===== config.mk =====
export PLATFORM = sky130hd
export DESIGN_NAME = ccu_read_path
export DESIGN_NICKNAME = d
export VERILOG_FILES = /design/src/hdl/ace_pkg.sv /design/src/hdl/ccu_pkg.sv /design/src/hdl/ccu_completion_tracker.sv /design/src/hdl/ccu_read_path.sv /design/src/hdl/ccu_req_classifier.sv /design/src/hdl/stream_fifo.sv
export SDC_FILE = /design/constraint.sdc
export NUM_CORES = 1
export LEC_CHECK = 0
export BUFFER_PORTS_ARGS = -buffer_cell sky130_fd_sc_hd__buf_2
export CAP_MARGIN = 20
export CELL_PAD_IN_SITES_DETAIL_PLACEMENT = 0
export CELL_PAD_IN_SITES_GLOBAL_PLACEMENT = 1
export CORE_MARGIN = 8
export CORE_UTILIZATION = 40
export CTS_CLUSTER_SIZE = 24
export DETAILED_ROUTE_END_ITERATION = 12
export PLACE_DENSITY = 0.88
export SETUP_SLACK_MARGIN = 0.5
export SLEW_MARGIN = 25
export SYNTH_ARGS = -nofsm -noshare
export SYNTH_HDL_FRONTEND = slang
export SYNTH_SLANG_ARGS = --single-unit

===== constraint.sdc =====
create_clock -name clk_i -period 7.6 [get_ports clk_i]
set_clock_uncertainty 0.05 [all_clocks]
set_input_delay 1.52 -clock clk_i [delete_from_list [all_inputs] [get_ports clk_i]]
set_output_delay 1.52 -clock clk_i [all_outputs]
set_load 0.03 [all_outputs]

===== src/hdl/ace_pkg.sv =====
package ace_pkg;

  ////////////////////////////////////////////////////////////
  // Channel widths
  ////////////////////////////////////////////////////////////

  localparam int unsigned ID_W   = 4;
  localparam int unsigned ADDR_W = 32;
  localparam int unsigned DATA_W = 32;

  // Shareability domain codes
  localparam logic [1:0] DOMAIN_NONSHARE = 2'd0;
  localparam logic [1:0] DOMAIN_INNER    = 2'd1;
  localparam logic [1:0] DOMAIN_OUTER    = 2'd2;
  localparam logic [1:0] DOMAIN_SYSTEM   = 2'd3;

  ////////////////////////////////////////////////////////////
  // Read channels
  ////////////////////////////////////////////////////////////

  // AR beat, one per read
  typedef struct packed {
    logic [ID_W-1:0]   id;
    logic [ADDR_W-1:0] addr;
    logic [1:0]        domain;
  } ar_req_t;

  // Single-beat R response
  typedef struct packed {
    logic [ID_W-1:0]   id;
    logic [DATA_W-1:0] data;
  } r_resp_t;

endpackage


===== src/hdl/ccu_pkg.sv =====
package ccu_pkg;

  ////////////////////////////////////////////////////////////
  // Line geometry
  ////////////////////////////////////////////////////////////

  // 64 byte cache lines
  localparam int unsigned LINE_OFFSET = 6;
  localparam int unsigned CM_ADDR_W   = 10;

  // Outstanding reads and unacknowledged snooping reads
  localparam int unsigned TAG_DEPTH = 8;
  localparam int unsigned ACK_DEPTH = 2;

  ////////////////////////////////////////////////////////////
  // Tracking types
  ////////////////////////////////////////////////////////////

  typedef logic [CM_ADDR_W-1:0] cm_addr_t;

  // Queued per read until its response returns
  typedef struct packed {
    logic     snoop;
    cm_addr_t cm_addr;
  } read_tag_t;

endpackage


===== src/hdl/ccu_completion_tracker.sv =====
`timescale 1ns/1ps

module ccu_completion_tracker (
  input  logic               clk_i,
  input  logic               reset_i,
  input  ace_pkg::r_resp_t   mem_r_i,
  input  logic               mem_r_valid_i,
  output logic               mem_r_ready_o,
  output ace_pkg::r_resp_t   r_o,
  output logic               r_valid_o,
  input  logic               r_ready_i,
  input  ccu_pkg::read_tag_t tag_i,
  input  logic               tag_valid_i,
  output logic               tag_ready_o,
  input  logic               rack_i,
  output logic               cm_req_o,
  output ccu_pkg::cm_addr_t  cm_addr_o
);

  import ccu_pkg::*;

  logic     resp_allowed;
  logic     r_xfer;
  logic     ack_push;
  logic     ack_ready;
  cm_addr_t ack_head;

  ////////////////////////////////////////////////////////////
  // Response path
  ////////////////////////////////////////////////////////////

  // Needs its tag, and room for the line index if snooping
  assign resp_allowed = tag_valid_i && (!tag_i.snoop || ack_ready);

  assign r_o           = mem_r_i;
  assign r_valid_o     = mem_r_valid_i && resp_allowed;
  assign mem_r_ready_o = r_ready_i && resp_allowed;

  assign r_xfer = mem_r_valid_i && r_ready_i && resp_allowed;

  // Tag retires with its response
  assign tag_ready_o = r_xfer;
  assign ack_push    = r_xfer && tag_i.snoop;

  ////////////////////////////////////////////////////////////
  // Ack queue
  ////////////////////////////////////////////////////////////

  stream_fifo #(
    .DEPTH     (ACK_DEPTH),
    .payload_t (cm_addr_t)
  ) u_ack_fifo (
    .clk_i       (clk_i),
    .reset_i     (reset_i),
    .in_data_i   (tag_i.cm_addr),
    .in_valid_i  (ack_push),
    .in_ready_o  (ack_ready),
    .out_data_o  (ack_head),
    .out_valid_o (),
    .out_ready_i (rack_i)
  );

  // Each acknowledge retires the oldest snooping line
  assign cm_req_o  = rack_i;
  assign cm_addr_o = ack_head;

endmodule


===== src/hdl/ccu_read_path.sv =====
`timescale 1ns/1ps

module ccu_read_path (
  input  logic              clk_i,
  input  logic              reset_i,
  input  ace_pkg::ar_req_t  ar_i,
  input  logic              ar_valid_i,
  output logic              ar_ready_o,
  output ace_pkg::ar_req_t  mem_ar_o,
  output logic              mem_ar_valid_o,
  input  logic              mem_ar_ready_i,
  input  ace_pkg::r_resp_t  mem_r_i,
  input  logic              mem_r_valid_i,
  output logic              mem_r_ready_o,
  output ace_pkg::r_resp_t  r_o,
  output logic              r_valid_o,
  input  logic              r_ready_i,
  input  logic              rack_i,
  output logic              cm_req_o,
  output ccu_pkg::cm_addr_t cm_addr_o
);

  import ccu_pkg::*;

  read_tag_t push_tag;
  logic      push_tag_valid;
  logic      push_tag_ready;
  read_tag_t head_tag;
  logic      head_tag_valid;
  logic      head_tag_ready;

  ccu_req_classifier u_classifier (
    .ar_i           (ar_i),
    .ar_valid_i     (ar_valid_i),
    .ar_ready_o     (ar_ready_o),
    .mem_ar_o       (mem_ar_o),
    .mem_ar_valid_o (mem_ar_valid_o),
    .mem_ar_ready_i (mem_ar_ready_i),
    .tag_o          (push_tag),
    .tag_valid_o    (push_tag_valid),
    .tag_ready_i    (push_tag_ready)
  );

  // One tag per outstanding read, in memory order
  stream_fifo #(
    .DEPTH     (TAG_DEPTH),
    .payload_t (read_tag_t)
  ) u_tag_fifo (
    .clk_i       (clk_i),
    .reset_i     (reset_i),
    .in_data_i   (push_tag),
    .in_valid_i  (push_tag_valid),
    .in_ready_o  (push_tag_ready),
    .out_data_o  (head_tag),
    .out_valid_o (head_tag_valid),
    .out_ready_i (head_tag_ready)
  );

  ccu_completion_tracker u_tracker (
    .clk_i         (clk_i),
    .reset_i       (reset_i),
    .mem_r_i       (mem_r_i),
    .mem_r_valid_i (mem_r_valid_i),
    .mem_r_ready_o (mem_r_ready_o),
    .r_o           (r_o),
    .r_valid_o     (r_valid_o),
    .r_ready_i     (r_ready_i),
    .tag_i         (head_tag),
    .tag_valid_i   (head_tag_valid),
    .tag_ready_o   (head_tag_ready),
    .rack_i        (rack_i),
    .cm_req_o      (cm_req_o),
    .cm_addr_o     (cm_addr_o)
  );

endmodule


===== src/hdl/ccu_req_classifier.sv =====
`timescale 1ns/1ps

module ccu_req_classifier (
  input  ace_pkg::ar_req_t   ar_i,
  input  logic               ar_valid_i,
  output logic               ar_ready_o,
  output ace_pkg::ar_req_t   mem_ar_o,
  output logic               mem_ar_valid_o,
  input  logic               mem_ar_ready_i,
  output ccu_pkg::read_tag_t tag_o,
  output logic               tag_valid_o,
  input  logic               tag_ready_i
);

  import ace_pkg::*;
  import ccu_pkg::*;

  logic snooping;

  ////////////////////////////////////////////////////////////
  // Decode
  ////////////////////////////////////////////////////////////

  // Only inner and outer shareable reads snoop
  always_comb begin
    case (ar_i.domain)
      DOMAIN_INNER: snooping = 1'b1;
      DOMAIN_OUTER: snooping = 1'b1;
      default:      snooping = 1'b0;
    endcase
  end

  assign tag_o.snoop   = snooping;
  assign tag_o.cm_addr = ar_i.addr[LINE_OFFSET +: CM_ADDR_W];

  ////////////////////////////////////////////////////////////
  // Fork
  ////////////////////////////////////////////////////////////

  // Request passes through unchanged
  assign mem_ar_o = ar_i;

  // Each side sees valid only when the other can take it too
  assign mem_ar_valid_o = ar_valid_i && tag_ready_i;
  assign tag_valid_o    = ar_valid_i && mem_ar_ready_i;
  assign ar_ready_o     = mem_ar_ready_i && tag_ready_i;

endmodule


===== src/hdl/stream_fifo.sv =====
`timescale 1ns/1ps

module stream_fifo #(
  parameter int unsigned DEPTH     = 4,
  parameter type         payload_t = logic
) (
  input  logic     clk_i,
  input  logic     reset_i,
  input  payload_t in_data_i,
  input  logic     in_valid_i,
  output logic     in_ready_o,
  output payload_t out_data_o,
  output logic     out_valid_o,
  input  logic     out_ready_i
);

  localparam int unsigned PTR_W = (DEPTH > 1) ? $clog2(DEPTH) : 1;
  localparam int unsigned CNT_W = $clog2(DEPTH + 1);

  typedef logic [PTR_W-1:0] ptr_t;
  typedef logic [CNT_W-1:0] cnt_t;

  payload_t mem_q [DEPTH];
  ptr_t     rd_ptr_q;
  ptr_t     wr_ptr_q;
  cnt_t     count_q;
  logic     push;
  logic     pop;

  // Wrap at DEPTH, which need not be a power of two
  function automatic ptr_t next_ptr(ptr_t ptr);
    if (ptr == ptr_t'(DEPTH - 1)) begin
      return '0;
    end
    return ptr + 1'b1;
  endfunction

  assign in_ready_o  = (count_q != cnt_t'(DEPTH));
  assign out_valid_o = (count_q != '0);
  assign out_data_o  = mem_q[rd_ptr_q];

  assign push = in_valid_i && in_ready_o;
  assign pop  = out_valid_o && out_ready_i;

  always_ff @(posedge clk_i) begin
    if (push) begin
      mem_q[wr_ptr_q] <= in_data_i;
    end
  end

  always_ff @(posedge clk_i) begin
    if (reset_i) begin
      rd_ptr_q <= '0;
      wr_ptr_q <= '0;
      count_q  <= '0;
    end else begin
      if (push) begin
        wr_ptr_q <= next_ptr(wr_ptr_q);
      end
      if (pop) begin
        rd_ptr_q <= next_ptr(rd_ptr_q);
      end
      case ({push, pop})
        2'b10:   count_q <= count_q + 1'b1;
        2'b01:   count_q <= count_q - 1'b1;
        default: count_q <= count_q;
      endcase
    end
  end

endmodule


==> results.md, run 1 <==
Layout:
- In the final design database the tool counted 425 nets.
- The filler-free cell count of the finished design is 528.
- The fraction of final layout cells with drive strength greater than 1 is 36.78%.
- Relative to the synthesized area, the layout overhead comes to 8.697%.
- The repair_antennas step left the layout with diodes totalling 0.

Detailed routing:
- For this run, the detailed router's first-pass iteration total came to 4.
- The final route contains 2700 vias.
- The DRC violation count after routing is 0.
- Dividing the detail-routed via count by the number of cells gives 5.114.
- The sum of routed wire length over all layers is 9788 microns.
- The routed wirelength normalized by instance count is 18.54 microns.
- After the first detailed-routing iteration, the DRC count stood at 183.
- The post-route antenna net violation count is 0.

Power:
- IR analysis of the VDD net gives a maximum drop of 0.0001340 V.
- The power per unit of standard cell area is 285.8 mW/mm^2.
- In this run the static leakage power is 0.002070 uW.
- The design draws 1748 uW.

Worst hold path:
- The tightest min-delay check is of the flip-flop to flip-flop type.

Timing:
- Setup repair after global routing left no endpoint under its margin.
- The final number of hold-violating endpoints is 0.
- The post-route fraction of the period consumed by the critical path is 53.28%.
- At the pin with the least slew margin, the transition time is 0.9376 ns.
- The number of max-slew violations in the final report is 0.
- The final period demand of the worst path is 4.049 ns.
- The relative slew slack is 37.03%.
- The final setup violation count is 0.
- Summed over all failing endpoints, the final setup total negative slack is 0 ns.
- The highest achievable clock rate is 246.9 MHz.

Floorplanning:
- In this run the vertical extent of the chip is 134.6 microns.
- The placeable core region is 0.01383 sq mm.
- The floorplan row count is 43.
- Once the floorplan was initialized, standard cells occupied 40.68% of the core.
- The overall die area is 0.01811 sq mm.
- The overall die width is 134.6 microns.
- The number of ports placed on the die boundary is 170.

Clocking:
- CTS built an H-tree with a depth of 4.
- The number of setup buffers added after CTS is 0.
- The clock root buffer is clkbuf_16.
- Clock-pin slew was measured on the worst setup and hold paths at 0.05 ns.
- The number of clock buffers inserted by TritonCTS is 17.
- For the worst-skew pair, the clock arrives at the later sink with an insertion delay of 0.40 ns.
- The clock sink count is 126.
- The clock tree from TritonCTS is built.
- The clock passes through at most 2 buffers.
- Post-CTS repair changed the size of 0 cells.
- The number of hold buffers added after CTS was 0.

Synth:
- The share of the synthesized area in the top cell type is 57.65%.
- The number of register bits inferred by synthesis is 126.
- Counting instances in the post-synthesis netlist gives the leading cell types as edfxtp_1 (108), buf_4 (75), mux2_2 (22), mux4_2 (22), dfxtp_1 (18).
- A synthesized cell averages 15.94 sq um.
- The post-synth design cell area is 0.005625 sq mm.
- The count of synthesis-stage warnings from yosys is 0.
- The number of enable flip-flop cells after synthesis is 108.
- The number of nets in the synthesized netlist is 442.
- The most instantiated library cell after synthesis is edfxtp_1.
- The sequential fraction of the synthesis area is 64.06%.
- The flip-flop cell with the highest count after synthesis is edfxtp_1.
- The share of synthesized flip-flops with an asynchronous set or reset is 0%.
- Yosys mapped the design onto 40 distinct sky130hd cell types.
- The cell type with the largest total area after synthesis is edfxtp_1.
- Counting every instance in the synthesized netlist gives 353.
- In the post-synthesis netlist, the biggest area contributors are edfxtp_1 (58%), buf_4 (10%), mux4_2 (8.8%).

Global routing:
- Global routing used 18.53% of the available met2 tracks.
- The first global-routing pass estimated 15290 microns of wire.
- The total congestion overflow is 0.
- Global routing used 12.41% of the available met1 tracks.
- The global-route usage over all layers is 11.21%.
- The initial antenna violation count was 0.
- The met3 layer usage reported by global route is 3.566%.
- After global routing, the most crowded layer is met2.
- The number of global-route vias before repair is 2857.
- Entering global routing, the biggest net connects 23 pins.

Setup path:
- The data required time at the worst endpoint is 6.03 ns.
- The startpoint kind of the worst setup timing path is a flip-flop.
- In this design, the stage delay of the slowest critical-path cell is 0.60 ns.
- The largest fanout of any net on the critical path is 22.
- The cell with the largest stage delay on the worst path is mux4_2.
- STA classifies the critical path endpoint as an output port.
- The classification of the worst setup path is flip-flop to output port.
- At the worst endpoint, the arrival time is 2.48 ns.
- The critical path goes through buf_4, mux4_2, mux2i_4, nor2_1, nor3b_1, buf_2.

Placed design:
- Once detailed placement completed, the half-perimeter wirelength came to 6025 microns.
- Port buffering added 45 buffers.
- Routability-driven placement finished with a final weighted congestion of 0.7569.
- The placed cell count is 497.

Outcome:
- The run finished with clean final reports.

Run:
- Across the run, the number of max-cap violations was 0.
[registers in the layout (all words and copies together), names as in the netlist, named ones only]
register,count
u_tracker.u_ack_fifo.rd_ptr_q,1
u_tracker.u_ack_fifo.mem_q,20
u_tracker.u_ack_fifo.count_q,2
u_tag_fifo.rd_ptr_q,3
u_tracker.u_ack_fifo.wr_ptr_q,1
u_tag_fifo.mem_q,88
u_tag_fifo.count_q,4
u_tag_fifo.wr_ptr_q,3
[worst max-delay path, delay by kind of cell (launching register included)]
family / cells / cell delay (ns)
buffers and inverters: 2 / 0.61
DFF: 1 / 0.31
muxes: 2 / 0.86
and+or+nand+nor: 2 / 0.29
[per-layer routing]
layer,wire length (microns),vias to the layer above
met2,5076,117
met4,170,0
li1,-,1223
met3,706,26
met5,0,-
met1,3835,1334
[power by group]
group          internal [uW]  switching, uW  leakage (uW)  total (uW)
combinational           72.4           91.1      0.000662         163
sequential               772           15.3       0.00112         788
clock                    542            255      0.000287         797
total                   1390            361       0.00207        1750
[layout by cell type (no fill, tap or decap), drive strengths merged]
cell type | synthesis | final
a211oi | 1 | 1
a21oi | 5 | 5
a311o | 1 | 1
a31oi | 1 | 1
and2 | 2 | 2
buf | 81 | 50
bufinv | 0 | 4
clkbuf | 5 | 22
clkinv | 0 | 5
dfxtp | 18 | 18
edfxtp | 108 | 108
ha | 8 | 8
inv | 2 | 2
mux2 | 23 | 23
mux2i | 5 | 5
mux4 | 22 | 22
nand2 | 6 | 6
nand2b | 7 | 7
nand3 | 3 | 3
nand3b | 2 | 2
nand4b | 1 | 1
nor2 | 17 | 17
nor2b | 2 | 2
nor3 | 6 | 6
nor3b | 2 | 2
nor4 | 4 | 4
o21a | 1 | 1
o21ai | 2 | 2
o21bai | 1 | 1
o311ai | 2 | 2
or2 | 1 | 1
or3 | 4 | 4
or4 | 2 | 2
or4b | 1 | 1
xnor2 | 2 | 2
xor2 | 5 | 5
[metrics by stage]
| step | util, % | worst slack [ns] | hold slack [ns] | cell area, sq um |
|---|---|---|---|---|
| 3_3_place_gp | 39.91 | 3.979 | 0.4418 | 5519 |
| 2_1_floorplan | - | 3.779 | 0.4305 | 5625 |
| 5_1_grt | 44.22 | 3.327 | 0.5041 | 6115 |
| 6_report | 44.22 | 3.551 | 0.4672 | 6115 |
| 4_1_cts | 44.21 | 3.480 | 0.4658 | 6113 |
| 3_5_place_dp | 39.97 | 3.954 | 0.4548 | 5527 |
[cells by family after synthesis]
logic type,share of synthesized area [%]
DFF,64.06
buffers and inverters,10.97
and+or+nand+nor,5.894
muxes,14.59
AOI/OAI and AO/OA,1.624
adders and majority gates,1.779
xor gates and xnor gates,1.090
[cell type report]
type	instances	area, sq um
clock buffer	22	444.2
inverter	2	7.507
tap	180	225.2
multi-input combinational	139	1428
clock inverter	9	142.6
fill	1135	7712
timing repair buffer	50	262.8
sequential	126	3605
[final timing paths]
kind / startpoint / end / slack (ns) / depth (start not counted)
max: flip-flop / r_valid_o / 3.55 / 6
min: u_tracker.u_ack_fifo.count_q[1] / u_tracker.u_ack_fifo.count_q[1] / 0.47 / 2
max reg2reg: flip-flop / u_tag_fifo.count_q[2] / 4.35 / 12
min reg2reg: u_tracker.u_ack_fifo.count_q[1] / u_tracker.u_ack_fifo.count_q[1] / 0.47 / 2
(Power assumes the default switching activity.)
==> inputs of run 2 (changes only) <==
--- a/config.mk
+++ b/config.mk
@@ -10,7 +10,7 @@
 export CELL_PAD_IN_SITES_DETAIL_PLACEMENT = 0
 export CELL_PAD_IN_SITES_GLOBAL_PLACEMENT = 1
 export CORE_MARGIN = 8
-export CORE_UTILIZATION = 40
+export CORE_UTILIZATION = 38
 export CTS_CLUSTER_SIZE = 24
 export DETAILED_ROUTE_END_ITERATION = 12
 export PLACE_DENSITY = 0.88
==> constraint.sdc (replaced) <==
create_clock -name clk_i -period 3.28 [get_ports clk_i]
set_clock_uncertainty 0.05 [all_clocks]
set_input_delay 0.656 -clock clk_i [delete_from_list [all_inputs] [get_ports clk_i]]
set_output_delay 0.656 -clock clk_i [all_outputs]
set_load 0.03 [all_outputs]
==> run 2 against run 1 <==
Cell count up 2.7%. Utilization decreased by 1.0 points. Largest power group unchanged. Cell area is 2.3% higher. Register-to-register slack worse by 3.8 ns. Worst hold slack lost 0.0013 ns. Non-clock buffer count rose by 10. Power rose by 140%. Combinational power increased by 140%. Clock power is 150% higher. Die area up 4.6%. Global-route usage down 0.21 points. Count of clock-buffer cells in the layout decreased by 3.
==> results.md, run 2 (synthesis gave the netlist of run 1 again) <==
Outcome:
- The flow ran to the end, and the final reports show no timing, DRC or antenna violations.

Power:
- Summed over all cells, the static leakage comes to 0.002136 uW.
- Dividing total power by cell area gives a power density of 669.5 mW/mm^2.
- Across the VDD grid, the largest voltage drop is 0.0003034 V.

Timing:
- After layout, the worst path uses 81.87% of the clock period.
- Setup repair after global routing could not meet its margin everywhere.
- The sum of negative setup slack is 0 ns.
- The number of max-slew violations in the final report was 0.
- The highest achievable clock rate is 372.4 MHz.
- The relative slew slack is 60.13%.
- Across all hold checks on the routed design, the worst slack comes to 0.4659 ns.
- The final number of hold-violating endpoints is 0.
- Setup violations remaining at the end of the flow were counted as 0.
- The worst path in the final design needs a cycle of 2.685 ns, including I/O delays and setup.
- For the pin with the worst max-slew slack, the measured transition is 0.5961 ns.

Detailed routing:
- The post-route antenna net violation count is 0.
- The vias per cell is 5.083.
- The DRC violation count after routing is 0.
- The sum of routed wire length over all layers is 10170 microns.
- The via count of the routed design is 2755.
- Before antenna repair, the detailed router went through 4 iterations.
- The routed wirelength normalized by instance count is 18.76 microns.
- In this run, the number of DRC markers left after iteration 0 of detailed routing was 180.

Clocking:
- The H-tree was split into 4 levels.
- The clock root buffer is clkbuf_16.
- The clock sink count is 126.
- The clock tree from TritonCTS is built.
- The hold buffer count at CTS is 0.
- The clock-pin slew on the worst setup and hold paths is 0.05 ns.
- The number of clock buffers inserted by TritonCTS is 17.
- At the later pin of the worst-skew pair, clock insertion delay measures 0.41 ns.
- Counting along the longest clock path gives a buffer depth of 2.

Floorplanning:
- The number of ports placed on the die boundary is 170.
- In this run the core area contains 44 standard-cell rows.
- For this configuration, the core starts out at a cell density of 38.85%.
- The placeable core region is 0.01448 sq mm.
- The overall die width is 137.7 microns.
- Measured along the y axis, the die boundary spans 137.7 microns.
- The overall die area is 0.01895 sq mm.

Layout:
- 0 antenna diodes ended up in the layout.
- The layout filler cell count is 1213.
- The register with the most flip-flops is u_tag_fifo.mem_q.
- The most frequent standard cell in the layout excluding fill and tap cells is edfxtp_1.
- The filler-free cell count of the finished design is 542.
- In the final layout, the multi-input gates occupy 0.001439 sq mm.
- In the final layout, flip-flops and latches occupy 0.003606 sq mm.
- The largest registers in the layout are u_tag_fifo.mem_q x88, u_tracker.u_ack_fifo.mem_q x20, u_tag_fifo.count_q x4.
- The fraction of final layout cells with drive strength greater than 1 is 39.11%.
- The register with the most flip-flops in the layout has 88 of them.
- The layout-stage area growth over the synthesis result is 11.14%.
- For this run, the post-layout net count is 435.
- In the layout the commonest cells are edfxtp_1 (108), buf_2 (43), mux2_2 (22), mux4_2 (22).

Setup path:
- The data required time at the worst endpoint is 3.56 ns.
- The cell with the largest stage delay on the worst path is or4b_2.
- The classification of the worst setup path is flip-flop to flip-flop.
- The source of the worst register-to-register timing path is u_tag_fifo.count_q[0].
- The buffers plus inverters on the worst setup path is 0.
- The largest stage delay on the critical path is 0.76 ns.
- STA classifies the critical path endpoint as a flip-flop.
- The worst setup path startpoint is u_tag_fifo.count_q[0].
- The kind of cell with the highest combined delay on the critical path is simple AND/OR/NAND/NOR gates.
- The signal on the critical path passes through or4b_2, nand3_4, ha_2, xor2_1, ha_1, a21oi_1, xor2_1, or3_1, a21oi_1.
- Data arrives at the worst endpoint at 2.97 ns.
- Of all nets on the critical path, the largest fanout is 10.
- The startpoint kind of the worst setup timing path is a flip-flop.

Global routing:
- The initial antenna violation count is 0.
- The number of global-route vias before repair came to 2932.
- The total congestion overflow is 0.
- Entering global routing, the biggest net connects 21 pins.
- The first-pass GRT wire length is 15310 microns.
- The global-route usage over all layers is 11.00%.

Placed design:
- The last weighted congestion value of the routability-driven placer is 0.7727.
- The sum of net half-perimeters after detailed placement is 6728 microns.
- The number of placed instances, taps included, is 509.
- In this run the tool buffered the top-level ports with 45 buffer cells.

Worst hold path:
- The type of the worst min-delay path is flip-flop to flip-flop.
- The startpoint identified for the worst hold timing path is u_tracker.u_ack_fifo.rd_ptr_q.

Run:
- Max-cap violations in this run came to 0.
run 2: changes by cell type in the layout (fill, tap and decap cells not counted), moves of 2 or more:
cell	change
clkbuf_1	-3
buf_2	-2
buf_4	+12
clkinvlp_4	+3
clkinv_2	-2
nor2_1	+3
nor2_2	-3
run 2: report_power, final:
group          switching [uW]  internal, uW  leakage (uW)
Clock                     629          1340      0.000294
Sequential               36.1          1790       0.00112
Combinational             215           181      0.000720
run 2: path summary, 6_finish.rpt:
check                           depth (start not counted)               endpoint  slack (ns)
worst max-delay path                                    9  u_tag_fifo.count_q[2]        0.59
worst min-delay path                                    2              flip-flop        0.47
worst max register to register                          9  u_tag_fifo.count_q[2]        0.59
worst min register to register                          2              flip-flop        0.47
run 2: per-layer routing:
metal | vias to the layer above | global-route usage (%) | wire length (microns)
li1 | 1244 | - | -
met1 | 1388 | 11.37 | 4034
met2 | 91 | 18.78 | 5312
met3 | 32 | 3.756 | 570
met4 | 0 | 7.001 | 248
met5 | - | 0 | 0
run 2: cell type report:
class	instances	area share, %
multi-input combinational	139	23.01
sequential	126	57.67
clock buffer	19	6.924
clock inverter	12	3.102
tap	184	3.682
timing repair buffer	60	5.483
inverter	2	0.1201
run 2: repair_timing:
action	4_1_cts	5_1_grt
pin swaps	0	2
endpoints found under the setup margin	3	4
buffers inserted	1	1
gates resized for setup	4	4
run 2: worst register-to-register path, delay by kind of cell, from the launching register on:
| kind | cells | cell delay, ns |
|---|---|---|
| simple gates | 3 | 1.25 |
| fa+ha+maj | 2 | 0.42 |
| flops | 1 | 0.38 |
| xor+xnor | 2 | 0.32 |
| compound gates | 2 | 0.20 |
run 2: stage by stage:
step	setup slack, ns	util [%]	total power [uW]	area [sq um]
after CTS	0.5295	43.01	4210	6227
after detailed placement	0.3727	38.57	2242	5584
final	0.5946	43.18	4186	6252
after global placement	0.5229	38.57	2227	5584
after floorplan	0.6095	-	2286	5625
after global routing	0.4759	43.18	4326	6252
